## src/hw/isaPkg.sv

```systemverilog
package isaPkg;

	localparam int DataWidth = 32;
	localparam int RegCount = 16;
	localparam int RegIndexWidth = $clog2(RegCount);
	localparam int OpcodeWidth = 5;
	localparam int ShiftBits = 5; // only the low bits of rb count as a shift amount
	localparam int DivSteps = DataWidth; // one quotient bit per cycle

	typedef logic [DataWidth-1:0] dataWord;
	typedef logic [2*DataWidth-1:0] productWord;
	typedef logic [RegIndexWidth-1:0] regIndex;
	typedef logic [ShiftBits-1:0] shiftAmount;
	typedef logic [$clog2(DivSteps)-1:0] divStep;

	typedef enum logic [OpcodeWidth-1:0] {
		ldi, // load the carried word into rd
		add,
		sub,
		andOp,
		orOp,
		notOp,
		neg,
		mul, // HI:LO get the signed product
		div, // LO quotient, HI remainder
		rol,
		ror,
		shl,
		shr,
		shra
	} opcode;

	// division by zero gives all ones, remainder keeps the dividend
	localparam dataWord DivZeroQuotient = '1;

	function automatic logic usesRa(opcode op);
		return op != ldi;
	endfunction

	function automatic logic usesRb(opcode op);
		return !(op inside {ldi, notOp, neg});
	endfunction

	function automatic logic isSingleCycle(opcode op);
		return !(op inside {mul, div}); // the others leave HI alone
	endfunction

endpackage

```

## src/hw/streamPkg.sv

```systemverilog
package streamPkg;

	localparam int InstrQueueDepth = 4; // credits the sender holds after reset
	localparam int QueuePtrWidth = $clog2(InstrQueueDepth);
	localparam int ResultCreditMax = 2; // credits the receiver grants after reset
	localparam int CreditWidth = $clog2(ResultCreditMax + 1);

	typedef logic [QueuePtrWidth-1:0] queuePtr;
	typedef logic [QueuePtrWidth:0] queueCount;
	typedef logic [CreditWidth-1:0] creditCount;

	// instruction as it arrives, already fetched
	typedef struct packed {
		isaPkg::opcode op;
		isaPkg::regIndex rd;
		isaPkg::regIndex ra;
		isaPkg::regIndex rb;
		isaPkg::dataWord data; // only meaningful for ldi
	} instrPacket;

	// decode to execute, operands already read
	typedef struct packed {
		isaPkg::opcode op;
		isaPkg::regIndex rd;
		isaPkg::dataWord aVal;
		isaPkg::dataWord bVal;
	} issuePacket;

	typedef struct packed {
		isaPkg::opcode op;
		isaPkg::regIndex rd;
		isaPkg::dataWord hi; // HI after the instruction
		isaPkg::dataWord lo; // goes to rd and LO
	} resultPacket;

endpackage

```

## src/hw/instrDecode.sv

```systemverilog
module instrDecode (
	input logic Clock,
	input logic rst,
	input logic instrValid,
	input streamPkg::instrPacket instr,
	output logic instrCredit,
	output isaPkg::regIndex rdA,
	output isaPkg::regIndex rdB,
	input isaPkg::dataWord aVal,
	input isaPkg::dataWord bVal,
	output logic issueValid,
	output streamPkg::issuePacket issue,
	input logic exBusy,
	input logic clearBusy,
	input isaPkg::regIndex clearIndex
);
	import isaPkg::*;
	import streamPkg::*;

	instrPacket instrFifo [InstrQueueDepth];
	queuePtr wrPtr;
	queuePtr rdPtr;
	queueCount count;
	logic [RegCount-1:0] busy; // scoreboard, one bit per general register
	instrPacket head;
	logic srcBusy;
	logic dstBusy;

	assign head = instrFifo[rdPtr];

	// register file is addressed straight from the queue head
	assign rdA = head.ra;
	assign rdB = head.rb;

	assign srcBusy = (usesRa(head.op) && busy[head.ra]) ||
		(usesRb(head.op) && busy[head.rb]);
	assign dstBusy = busy[head.rd]; // keeps results in program order

	// no forwarding, any hazard just stalls the head
	assign issueValid = (count != '0) && !exBusy && !srcBusy && !dstBusy;
	assign instrCredit = issueValid; // one credit back per pop

	always_comb begin
		issue.op = head.op;
		issue.rd = head.rd;
		issue.aVal = (head.op == ldi) ? head.data : aVal; // ldi carries its own word
		issue.bVal = bVal;
	end

	always_ff @(posedge Clock) begin
		if (instrValid) begin
			instrFifo[wrPtr] <= instr; // sender only sends with a credit
		end
	end

	always_ff @(posedge Clock) begin
		if (rst) begin
			wrPtr <= '0;
			rdPtr <= '0;
			count <= '0;
		end else begin
			if (instrValid) begin
				wrPtr <= wrPtr + 1'b1;
			end
			if (issueValid) begin
				rdPtr <= rdPtr + 1'b1;
			end
			count <= count + queueCount'(instrValid) - queueCount'(issueValid);
		end
	end

	always_ff @(posedge Clock) begin
		if (rst) begin
			busy <= '0;
		end else begin
			if (clearBusy) begin
				busy[clearIndex] <= 1'b0; // writeback has written it
			end
			if (issueValid) begin
				busy[head.rd] <= 1'b1;
			end
		end
	end

endmodule

```

## config.mk

```make
export PLATFORM = sky130hd
export DESIGN_NAME = instrDecode
export DESIGN_NICKNAME = d
export VERILOG_FILES = /design/src/hw/isaPkg.sv /design/src/hw/streamPkg.sv /design/src/hw/instrDecode.sv
export SDC_FILE = /design/constraint.sdc
export NUM_CORES = 1
export LEC_CHECK = 0
export ABC_AREA = 1
export BUFFER_PORTS_ARGS = -buffer_cell sky130_fd_sc_hd__buf_4
export CORE_MARGIN = 4
export CORE_UTILIZATION = 59
export DETAILED_ROUTE_END_ITERATION = 7
export HOLD_SLACK_MARGIN = 0.15
export PLACE_DENSITY = 0.95
export SLEW_MARGIN = 20
export SYNTH_ARGS = -nofsm -noshare
export SYNTH_HDL_FRONTEND = slang
export SYNTH_SLANG_ARGS = --single-unit
```

## constraint.sdc

```tcl
create_clock -name Clock -period 7.7 [get_ports Clock]
set_clock_uncertainty 0.15 [all_clocks]
set_input_delay 1.54 -clock Clock [delete_from_list [all_inputs] [get_ports Clock]]
set_output_delay 1.54 -clock Clock [all_outputs]
set_load 0.02 [all_outputs]
```

==> metrics.cfg, run 1 <==
[logic_synthesis]
synth_warnings = 0
ys_types = 38
synth_edf_count = 196
syn_nets = 1026
synth.avg_cell_area_sq_um = 11.3
ys_async_sr_fraction = 0
syn_area_sq_mm = 0.0101
ys_seq_area_frac = 0.632
ys_ff_latch = 221
synthCells = 897
synthFlopType = edfxtp_1

[critical_path]
arrival_ps = 4310
rrSetupSlack_ps = 2570
critical_path.endpoint_type = output pin
cp_num_buf_inv = 4
r2r-end = count[2]
r2r_cells = 18
critPathKind = register to output pin
endpoint = instrCredit
crit_family = simple AND/OR/NAND/NOR gates
crit_required_ps = 6010
crit_path_cell_trace = inv_2 > buf_4 > nand2_1 > nand3_1 > nand2_1 > nand3b_4 > and3_1 > nand2_4 > nand3_2 > inv_1 > buf_4
cp-start-kind = register
cp_slowest_cell = dfxtp_4
max_stage_delay_ps = 1010
cp_max_fo = 103
crit_cells = 11

[clock_tree]
cts_sinks = 221
clk_path_buf_depth = 3
htreeDepth = 1
cts_tree = built
clkTransAtPathRegs_ps = 60
numCtsBuffers = 23
ctsHoldBuffers = 0
clkLatencyLatePin_ps = 520
cts_resized = 0
cts_setup_buffers = 0
clock-root-buffer = clkbuf_16

[placed_design]
pre_cts_ws_ps = 2270
portBuffers = 140
hpwlAfterDp_mm = 14.9
gp_congestion = 0.914
place_inst = 1190

[timing]
tightest_slew_ps = 1020
hold_ws_ps = 319
final-hold-violation-count = 0
finalCritPeriodShare = 0.780
slew_headroom = 0.323
rsz0062_at_grt = no
setup_viol = 0
fmax_ghz = 0.167
fin_ws_ps = 1700
finalCriticalPeriod_ps = 6000
fin_setup_tns_ps = 0
slew_violations = 0

[global_routing]
grt_pass1_wl_mm = 37.4
grt_max_degree = 104
grt_pass1_vias = 7203
grt_use_total = 0.240
grt-ovfl-total = 0
antenna_found_initial = 0

[finish]
syn_to_final_growth_pct = 15.8
drive_above_1_share = 0.246
fillers = 1113
nets = 1124
diodes = 0
finalNonFillerCells = 1230

[detailed_routing]
drt-total-wl_mm = 24.0
vias = 7252
ant_nets = 0
via_per_inst = 5.90
drc = 0
routedWlPerCell_um = 19.5
first_iter_violations = 638
first_pass_iters = 5

[pwr]
p_leak_nw = 4.49
ir_drop_uv = 215
powerDensity_mw_per_mm2 = 306

[flow_run]
drv_cap = 0

[floorplan]
rows = 47
coreArea_sq_mm = 0.0167
die-area_sq_mm = 0.0193
die_height_um = 139
start_util = 0.605
die_w_um = 139
io_pins = 205

[outcome]
status = finished, final reports clean

[hold_path]
hold_class = register to register

[cells in the final DEF, fill, tap and decap left out, types with 2 or more instances in the layout]
master and count:
or2_0 3, inv_4 2, nand3b_1 5, ha_1 6
buf_4 146, o211ai_1 4, o22ai_1 32, inv_2 7
nand3_4 4, xor2_1 2, mux2_2 32, nand2_4 7
nand2_2 8, nand2_1 132, clkbuf_1 5, o21ai_0 88
clkinv_2 2, nand4_1 20, nand3_1 59, a21oi_1 20
nand3_2 4, o21ai_1 3, or2_1 2, o31ai_1 2
nor2_1 104, o211ai_2 2, clkinv_1 3, edfxtp_1 196
inv_1 48, bufinv_16 2, dfxtp_1 23, clkbuf_8 2
clkbuf_16 23
[per-layer routing]
metal,wire (um),up-vias,track usage
met2,11600,415,0.405
li1,-,3335,-
met4,985,0,0.0984
met1,9060,3409,0.307
met5,0,-,0
met3,2300,93,0.0469
[cell families after synthesis]
logic type      after synthesis  synth area share
xor+xnor                      2           0.00173
buf+inv                     130            0.0728
simple gates                353             0.165
flops                       221             0.632
mux                          32            0.0357
compound gates              152            0.0826
fa+ha+maj                     7           0.00941
[flip-flops by register name, summed over array words and instances (netlist names), named ones only]
name,count
wrPtr,2
busy,16
rdPtr,2
instrFifo,196
count,3
[cell usage after synthesis (all sizes together) (5+ instances only)]
cell      n  share of area
dfxtp    25          0.050
o22ai    32          0.020
o21ai    91          0.045
nand2   147          0.062
nand4    20          0.012
inv      57          0.022
ha        6         0.0074
clkbuf   21         0.0078
nand3    67          0.040
a21oi    20         0.0099
nor2    105          0.041
o211ai    6         0.0054
mux2     32          0.036
buf      52          0.043
nand3b    6         0.0057
or2       5         0.0031
edfxtp  196           0.58
[layout make-up]
| class | instances | area [sq um] | area share |
|---|---|---|---|
| sequential | 221 | 6390 | 0.546 |
| multi-input combinational | 546 | 2980 | 0.255 |
| timing repair buffer | 146 | 1100 | 0.0937 |
| clock buffer | 30 | 622 | 0.0531 |
| tap | 220 | 275 | 0.0235 |
| inverter | 57 | 219 | 0.0187 |
| clock inverter | 10 | 118 | 0.0101 |
[worst min path at each step]
stage / startpoint / end / slack [ps] / cells past startpoint
2_1_floorplan: count[2] / count[2] / 270 / 1
3_5_place_dp: count[2] / count[2] / 300 / 1
4_1_cts: count[2] / count[2] / 320 / 1
3_3_place_gp: count[2] / count[2] / 300 / 1
5_1_grt: count[2] / count[2] / 350 / 1
6_report: count[2] / count[2] / 320 / 1
[power by group]
group	switching [W]	internal [W]	total, W
Sequential	0.0000870	0.00137	0.00146
Clock	0.000445	0.000639	0.00108
Combinational	0.000684	0.000350	0.00103
[metrics by stage]
step / instance area (sq um) / power [W] / util
3_5_place_dp: 11000 / 0.00250 / 0.656
5_1_grt: 11700 / 0.00375 / 0.701
2_1_floorplan: 10100 / 0.00225 / -
6_report: 11700 / 0.00358 / 0.701
3_3_place_gp: 11000 / 0.00245 / 0.656
4_1_cts: 11700 / 0.00357 / 0.701
Power figures use the tool's default switching activity.
==> run 2, diff against run 1 <==
--- a/config.mk
+++ b/config.mk
@@ -8,10 +8,10 @@
 export ABC_AREA = 1
 export BUFFER_PORTS_ARGS = -buffer_cell sky130_fd_sc_hd__buf_4
 export CORE_MARGIN = 4
-export CORE_UTILIZATION = 59
+export CORE_UTILIZATION = 50
 export DETAILED_ROUTE_END_ITERATION = 7
 export HOLD_SLACK_MARGIN = 0.15
-export PLACE_DENSITY = 0.95
+export PLACE_DENSITY = 0.87
 export SLEW_MARGIN = 20
 export SYNTH_ARGS = -nofsm -noshare
 export SYNTH_HDL_FRONTEND = slang
==> constraint.sdc (replaced) <==
create_clock -name Clock -period 4.96 [get_ports Clock]
set_clock_uncertainty 0.15 [all_clocks]
set_input_delay 0.992 -clock Clock [delete_from_list [all_inputs] [get_ports Clock]]
set_output_delay 0.992 -clock Clock [all_outputs]
set_load 0.02 [all_outputs]
==> run 2 against run 1 <==
  * Sequential share of layout area is 0.15 points lower
  * Sequential cell count unchanged
  * Power up 52%
  * Critical path type unchanged
  * Critical endpoint unchanged
==> metrics.cfg, run 2 (synthesis gave the netlist of run 1 again) <==
[finish]
layout_common_cells = edfxtp_1 (196), buf_4 (148), nand2_1 (132)
diodes = 0  ; unchanged
largest_reg_flops = 196  ; unchanged
finalNonFillerCells = 1279  ; +4.0%
largest-register = instrFifo
top_regs = instrFifo (196), busy (16), count (3)
post-route-util = 0.597  ; -0.104
final_common_cell = edfxtp_1
syn_to_final_growth_pct = 16.2
drive_above_1_share = 0.245  ; -0.000969
nets = 1126  ; +0.18%

[clock_tree]
cts_sinks = 221  ; unchanged
cts_tree = built
cts_setup_buffers = 0  ; unchanged
clock-root-buffer = clkbuf_16
clkLatencyLatePin_ps = 510  ; about the same
ctsHoldBuffers = 0  ; unchanged
htreeDepth = 1  ; unchanged
numCtsBuffers = 23  ; unchanged
clkTransAtPathRegs_ps = 60  ; about the same
cts_resized = 0  ; unchanged
clk_path_buf_depth = 3  ; unchanged

[detailed_routing]
vias = 6947  ; -4.2%
via_per_inst = 5.43  ; -7.9%
drt-total-wl_mm = 22.5  ; -6.3%
drc = 0  ; unchanged
first_iter_violations = 625  ; -2.0%
ant_nets = 0  ; unchanged
first_pass_iters = 4  ; -1
routedWlPerCell_um = 17.6  ; -9.9%

[critical_path]
max_stage_delay_ps = 660  ; -350 ps
cp_num_buf_inv = 4  ; unchanged
cp_max_fo = 47  ; -54%
cp_slowest_cell = inv_2
critical_path.endpoint_type = output pin
critPathKind = register to output pin
crit_required_ps = 3820  ; -2190 ps
arrival_ps = 3330  ; -980 ps
crit_family = buffers and inverters
crit_path_cell_trace = inv_2 > nand2_1 > nand3_1 > nand2_1 > nand3_1 > nand3b_4 > buf_4 > nand2_4 > nand3_2 > inv_1 > buf_4
cp-start-kind = register

[placed_design]
gp_congestion = 0.913  ; -0.12%
portBuffers = 140  ; unchanged
hpwlAfterDp_mm = 14.7  ; -1.5%
place_inst = 1237  ; +3.9%

[pwr]
p_leak_nw = 4.48  ; -0.13%
powerDensity_mw_per_mm2 = 462  ; +51%
ir_drop_uv = 303  ; +41%
total_power_w = 0.00542  ; +52%

[timing]
fin_setup_tns_ps = 0  ; unchanged
setup_viol = 0  ; unchanged
finalCriticalPeriod_ps = 4480
finalCritPeriodShare = 0.903
fmax_ghz = 0.223
slew_headroom = 0.368  ; +0.0444
final-hold-violation-count = 0  ; unchanged
tightest_slew_ps = 947  ; -68.0 ps
rsz0062_at_grt = no
slew_violations = 0  ; unchanged
hold_ws_ps = 315  ; -4.29 ps

[floorplan]
coreArea_sq_mm = 0.0197  ; +18%
die_w_um = 150  ; +8.1%
rows = 51  ; +8.5%
start_util = 0.514  ; -0.0909
die_height_um = 150  ; +8.1%
io_pins = 205  ; unchanged
die-area_sq_mm = 0.0225  ; +17%

[global_routing]
grt_pass1_vias = 6703  ; -6.9%
antenna_found_initial = 0  ; unchanged
grt_pass1_wl_mm = 35.1  ; -6.3%
grt-ovfl-total = 0  ; unchanged
grt_use_total = 0.197  ; -0.0430
grt_max_degree = 62  ; -40%

[outcome]
status = finished, final reports clean

[hold_path]
hold_class = register to register
worstHoldStart = count[2]

[flow_run]
drv_cap = 0  ; unchanged

## run 2: cell count changes in the layout (fill, tap and decap cells not counted)
cell        previous run  this run
clkinv_1               3         5
clkinv_2               2         1
clkbuf_8               2         3
clkbuf_2               0         1
bufinv_16              2         0
buf_4                146       148
clkbuf_1               5         7
clkinvlp_4             1         0
## run 2: layout make-up
cell class | instances | area (sq um)
flip-flops and latches | 221 | 6390
multi-input cells | 546 | 2980
well taps | 265 | 332
repair buffers | 148 | 1110
inverters | 57 | 219
clock buffers | 34 | 648
clock inverters | 8 | 52.6
fillers | 1601 | 7920
## run 2: metal layers
layer / GRT usage / part of all wire / wire (um)
met4: 0.0672 / 0.029 / 649
met5: 0 / 0 / 0
met2: 0.330 / 0.49 / 11000
met3: 0.0433 / 0.076 / 1720
met1: 0.256 / 0.40 / 9110
## run 2: path summary, 6_finish.rpt
kind                       to  slack [ps]  cells after the start
hold / removal       count[2]         310                      1
setup / recovery  instrCredit         480                     11
hold reg to reg      count[2]         310                      1
setup reg to reg     count[2]         800                     18
## run 2: through the flow
| stage | worst slack [ps] | instance area (sq um) |
|---|---|---|
| floorplan | 1770 | 10100 |
| global placement | 962 | 11000 |
| detailed placement | 807 | 11000 |
| CTS | 456 | 11700 |
| global route | 179 | 11700 |
| finish | 483 | 11700 |
## run 2: where the power goes
part | total (W) | leakage (nW) | internal, W | switching, W
sequential | 0.00221 | 2.00 | 0.00213 | 0.0000767
clock | 0.00158 | 0.343 | 0.000909 | 0.000669
combinational | 0.00164 | 2.13 | 0.000547 | 0.00109
total | 0.00542 | 4.48 | 0.00359 | 0.00183
==> run 3, diff against run 2 <==
==> constraint.sdc (replaced) <==
create_clock -name Clock -period 4.96 [get_ports Clock]
set_clock_uncertainty 0.15 [all_clocks]
set_input_delay 1.488 -clock Clock [delete_from_list [all_inputs] [get_ports Clock]]
set_output_delay 1.488 -clock Clock [all_outputs]
set_load 0.02 [all_outputs]
==> run 3 against run 2 <==
  * Cell area rose by 0.11%
  * Count of clock-buffer cells in the layout fell by 6
  * Final cell count barely moved
  * Via count rose by 0.75%
  * Clock power barely moved
  * Critical path depth rose by 2
  * Sequential share of layout area fell by 0.058 points
  * Setup slack got worse by 96 ps
==> metrics.cfg, run 3 (synthesis gave the netlist of run 1 again) <==
[clock_tree]
clk_path_buf_depth = 3  ; unchanged
cts_tree = built
cts_sinks = 221  ; unchanged
clkLatencyLatePin_ps = 500  ; about the same
htreeDepth = 1  ; unchanged
cts_setup_buffers = 0  ; unchanged
clock-root-buffer = clkbuf_16
numCtsBuffers = 23  ; unchanged
ctsHoldBuffers = 0  ; unchanged
cts_resized = 0  ; unchanged
clkTransAtPathRegs_ps = 60  ; about the same

[placed_design]
portBuffers = 140  ; unchanged
pre_cts_ws_ps = 818  ; +10.6 ps
hpwlAfterDp_mm = 14.7  ; +0.63%
gp_congestion = 0.873  ; -4.4%

[flow_run]
drv_cap = 0  ; unchanged

[floorplan]
coreArea_sq_mm = 0.0197  ; unchanged
die_height_um = 150  ; unchanged
io_pins = 205  ; unchanged
rows = 51  ; unchanged
die_w_um = 150  ; unchanged
start_util = 0.514  ; unchanged
die-area_sq_mm = 0.0225  ; unchanged

[timing]
finalCritPeriodShare = 0.922  ; +0.0193
finalCriticalPeriod_ps = 4570  ; +95.8 ps
tightest_slew_ps = 797  ; -150 ps
setup_viol = 0  ; unchanged
final-hold-violation-count = 0  ; unchanged
slew_headroom = 0.468  ; +0.100
slew_violations = 0  ; unchanged
fin_setup_tns_ps = 0  ; unchanged
rsz0062_at_grt = no
hold_ws_ps = 340  ; +25.8 ps
fmax_ghz = 0.219  ; -2.1%
fin_ws_ps = 388  ; -95.8 ps

[pwr]
power.internal_w = 0.00359  ; +0.19%
p_leak_nw = 4.49  ; +0.14%
powerDensity_mw_per_mm2 = 462  ; about the same
p_sw_frac = 0.337  ; -0.00108
p_clk_frac = 0.289  ; -0.002
netSwitchingPower_w = 0.00183  ; -0.30%
ir_drop_uv = 306  ; +0.96%
power_frac_seq = 0.401  ; -0.006
pwr-share-comb = 0.309  ; +0.007

[critical_path]
cp_max_fo = 32  ; -32%
endpoint = instrCredit
cp_slowest_cell = buf_4
r2r-end = count[2]
critical_path.endpoint_type = output pin
cpMostUsedCell = nand2_1
crit_path_cell_trace = inv_2 > buf_4 > nand2_1 > nand3_1 > nand2_1 > nand2_2 > inv_1 > nand2_1 > nand3_4 > nor2_8 > nand3_2 > inv_1 > buf_4
critPathKind = register to output pin
crit_required_ps = 3320  ; -500 ps
arrival_ps = 2930  ; -400 ps
cp-start-kind = register
rrSetupSlack_ps = 1130  ; +330 ps
max_stage_delay_ps = 390  ; -270 ps
r2r_cells = 20  ; +2

[detailed_routing]
ant_nets = 0  ; unchanged
first_pass_iters = 5  ; +1
routedWlPerCell_um = 17.4  ; -1.0%
vias = 6999  ; +0.75%
drt-total-wl_mm = 22.3  ; -0.92%
drc = 0  ; unchanged
first_iter_violations = 414  ; -34%
via_per_inst = 5.47  ; +0.67%

[hold_path]
hold_class = register to register

[global_routing]
grt_max_degree = 103  ; +66%
grt-ovfl-total = 0  ; unchanged
antenna_found_initial = 0  ; unchanged
grt_pass1_vias = 6844  ; +2.1%
grt_pass1_wl_mm = 34.7  ; -1.1%
grt_use_total = 0.195  ; -0.00255

[outcome]
status = finished, final reports clean

[finish]
drive_above_1_share = 0.248  ; +0.00370
largest-register = instrFifo
largest_reg_flops = 196  ; unchanged
layout_common_cells = edfxtp_1 (196), buf_4 (149), nand2_1 (132)
syn_to_final_growth_pct = 16.3
nets = 1128  ; +0.18%
diodes = 0  ; unchanged
final_common_cell = edfxtp_1
top_regs = instrFifo (196), busy (16), count (3)

run 3: cell types whose count changed in the layout (fill, tap and decap cells not counted), sizes merged:
cell / change
clkbuf: -6
clkinv: +3
buf: +2
bufinv: +1
clkinvlp: +1
run 3: routing by layer:
metal / share of wire / up-vias / wire, um / GRT usage
met5: 0 / - / 0 / 0
met4: 0.031 / 0 / 688 / 0.0604
met3: 0.078 / 60 / 1740 / 0.0458
met2: 0.49 / 260 / 11000 / 0.340
met1: 0.40 / 3337 / 8850 / 0.240
li1: - / 3342 / - / -
run 3: per-stage QoR:
stage	cells	total power (W)	utilization	cell area, sq um
finish	1280	0.00542	0.598	11700
floorplan	897	0.00349	-	10100
CTS	1280	0.00545	0.598	11700
detailed placement	1239	0.00388	0.563	11100
global route	1280	0.00571	0.598	11700
global placement	1239	0.00384	0.563	11100
run 3: final cells by class:
type	count	area, sq um
repair buffers	150	1140
multi-input cells	546	2980
clock inverters	13	91.3
fillers	1562	7910
flip-flops and latches	221	6390
clock buffers	28	594
well taps	265	332
inverters	57	219
run 3: critical path: cells and delay by family, from the launching register on:
kind,cells,cell delay (ps)
flip-flops,1,360
buffers and inverters,5,1040
AND/OR/NAND/NOR,8,1000
run 3: power by group through the flow:
stage                     clock [W]  sequential [W]  combinational, W
after floorplan                   0         0.00220           0.00130
after global placement            0         0.00221           0.00163
after detailed placement          0         0.00221           0.00167
after CTS                   0.00160         0.00218           0.00168
after global routing        0.00167         0.00218           0.00185
final                       0.00157         0.00218           0.00168
run 3: worst min path at each step:
| stage | startpoint | end | slack [ps] | depth (start not counted) |
|---|---|---|---|---|
| after floorplan | count[2] | count[2] | 270 | 1 |
| after global placement | count[2] | count[2] | 290 | 1 |
| after detailed placement | count[2] | count[2] | 310 | 1 |
| after CTS | count[2] | count[2] | 330 | 1 |
| after global routing | count[2] | count[2] | 360 | 1 |
| final | count[2] | count[2] | 340 | 1 |
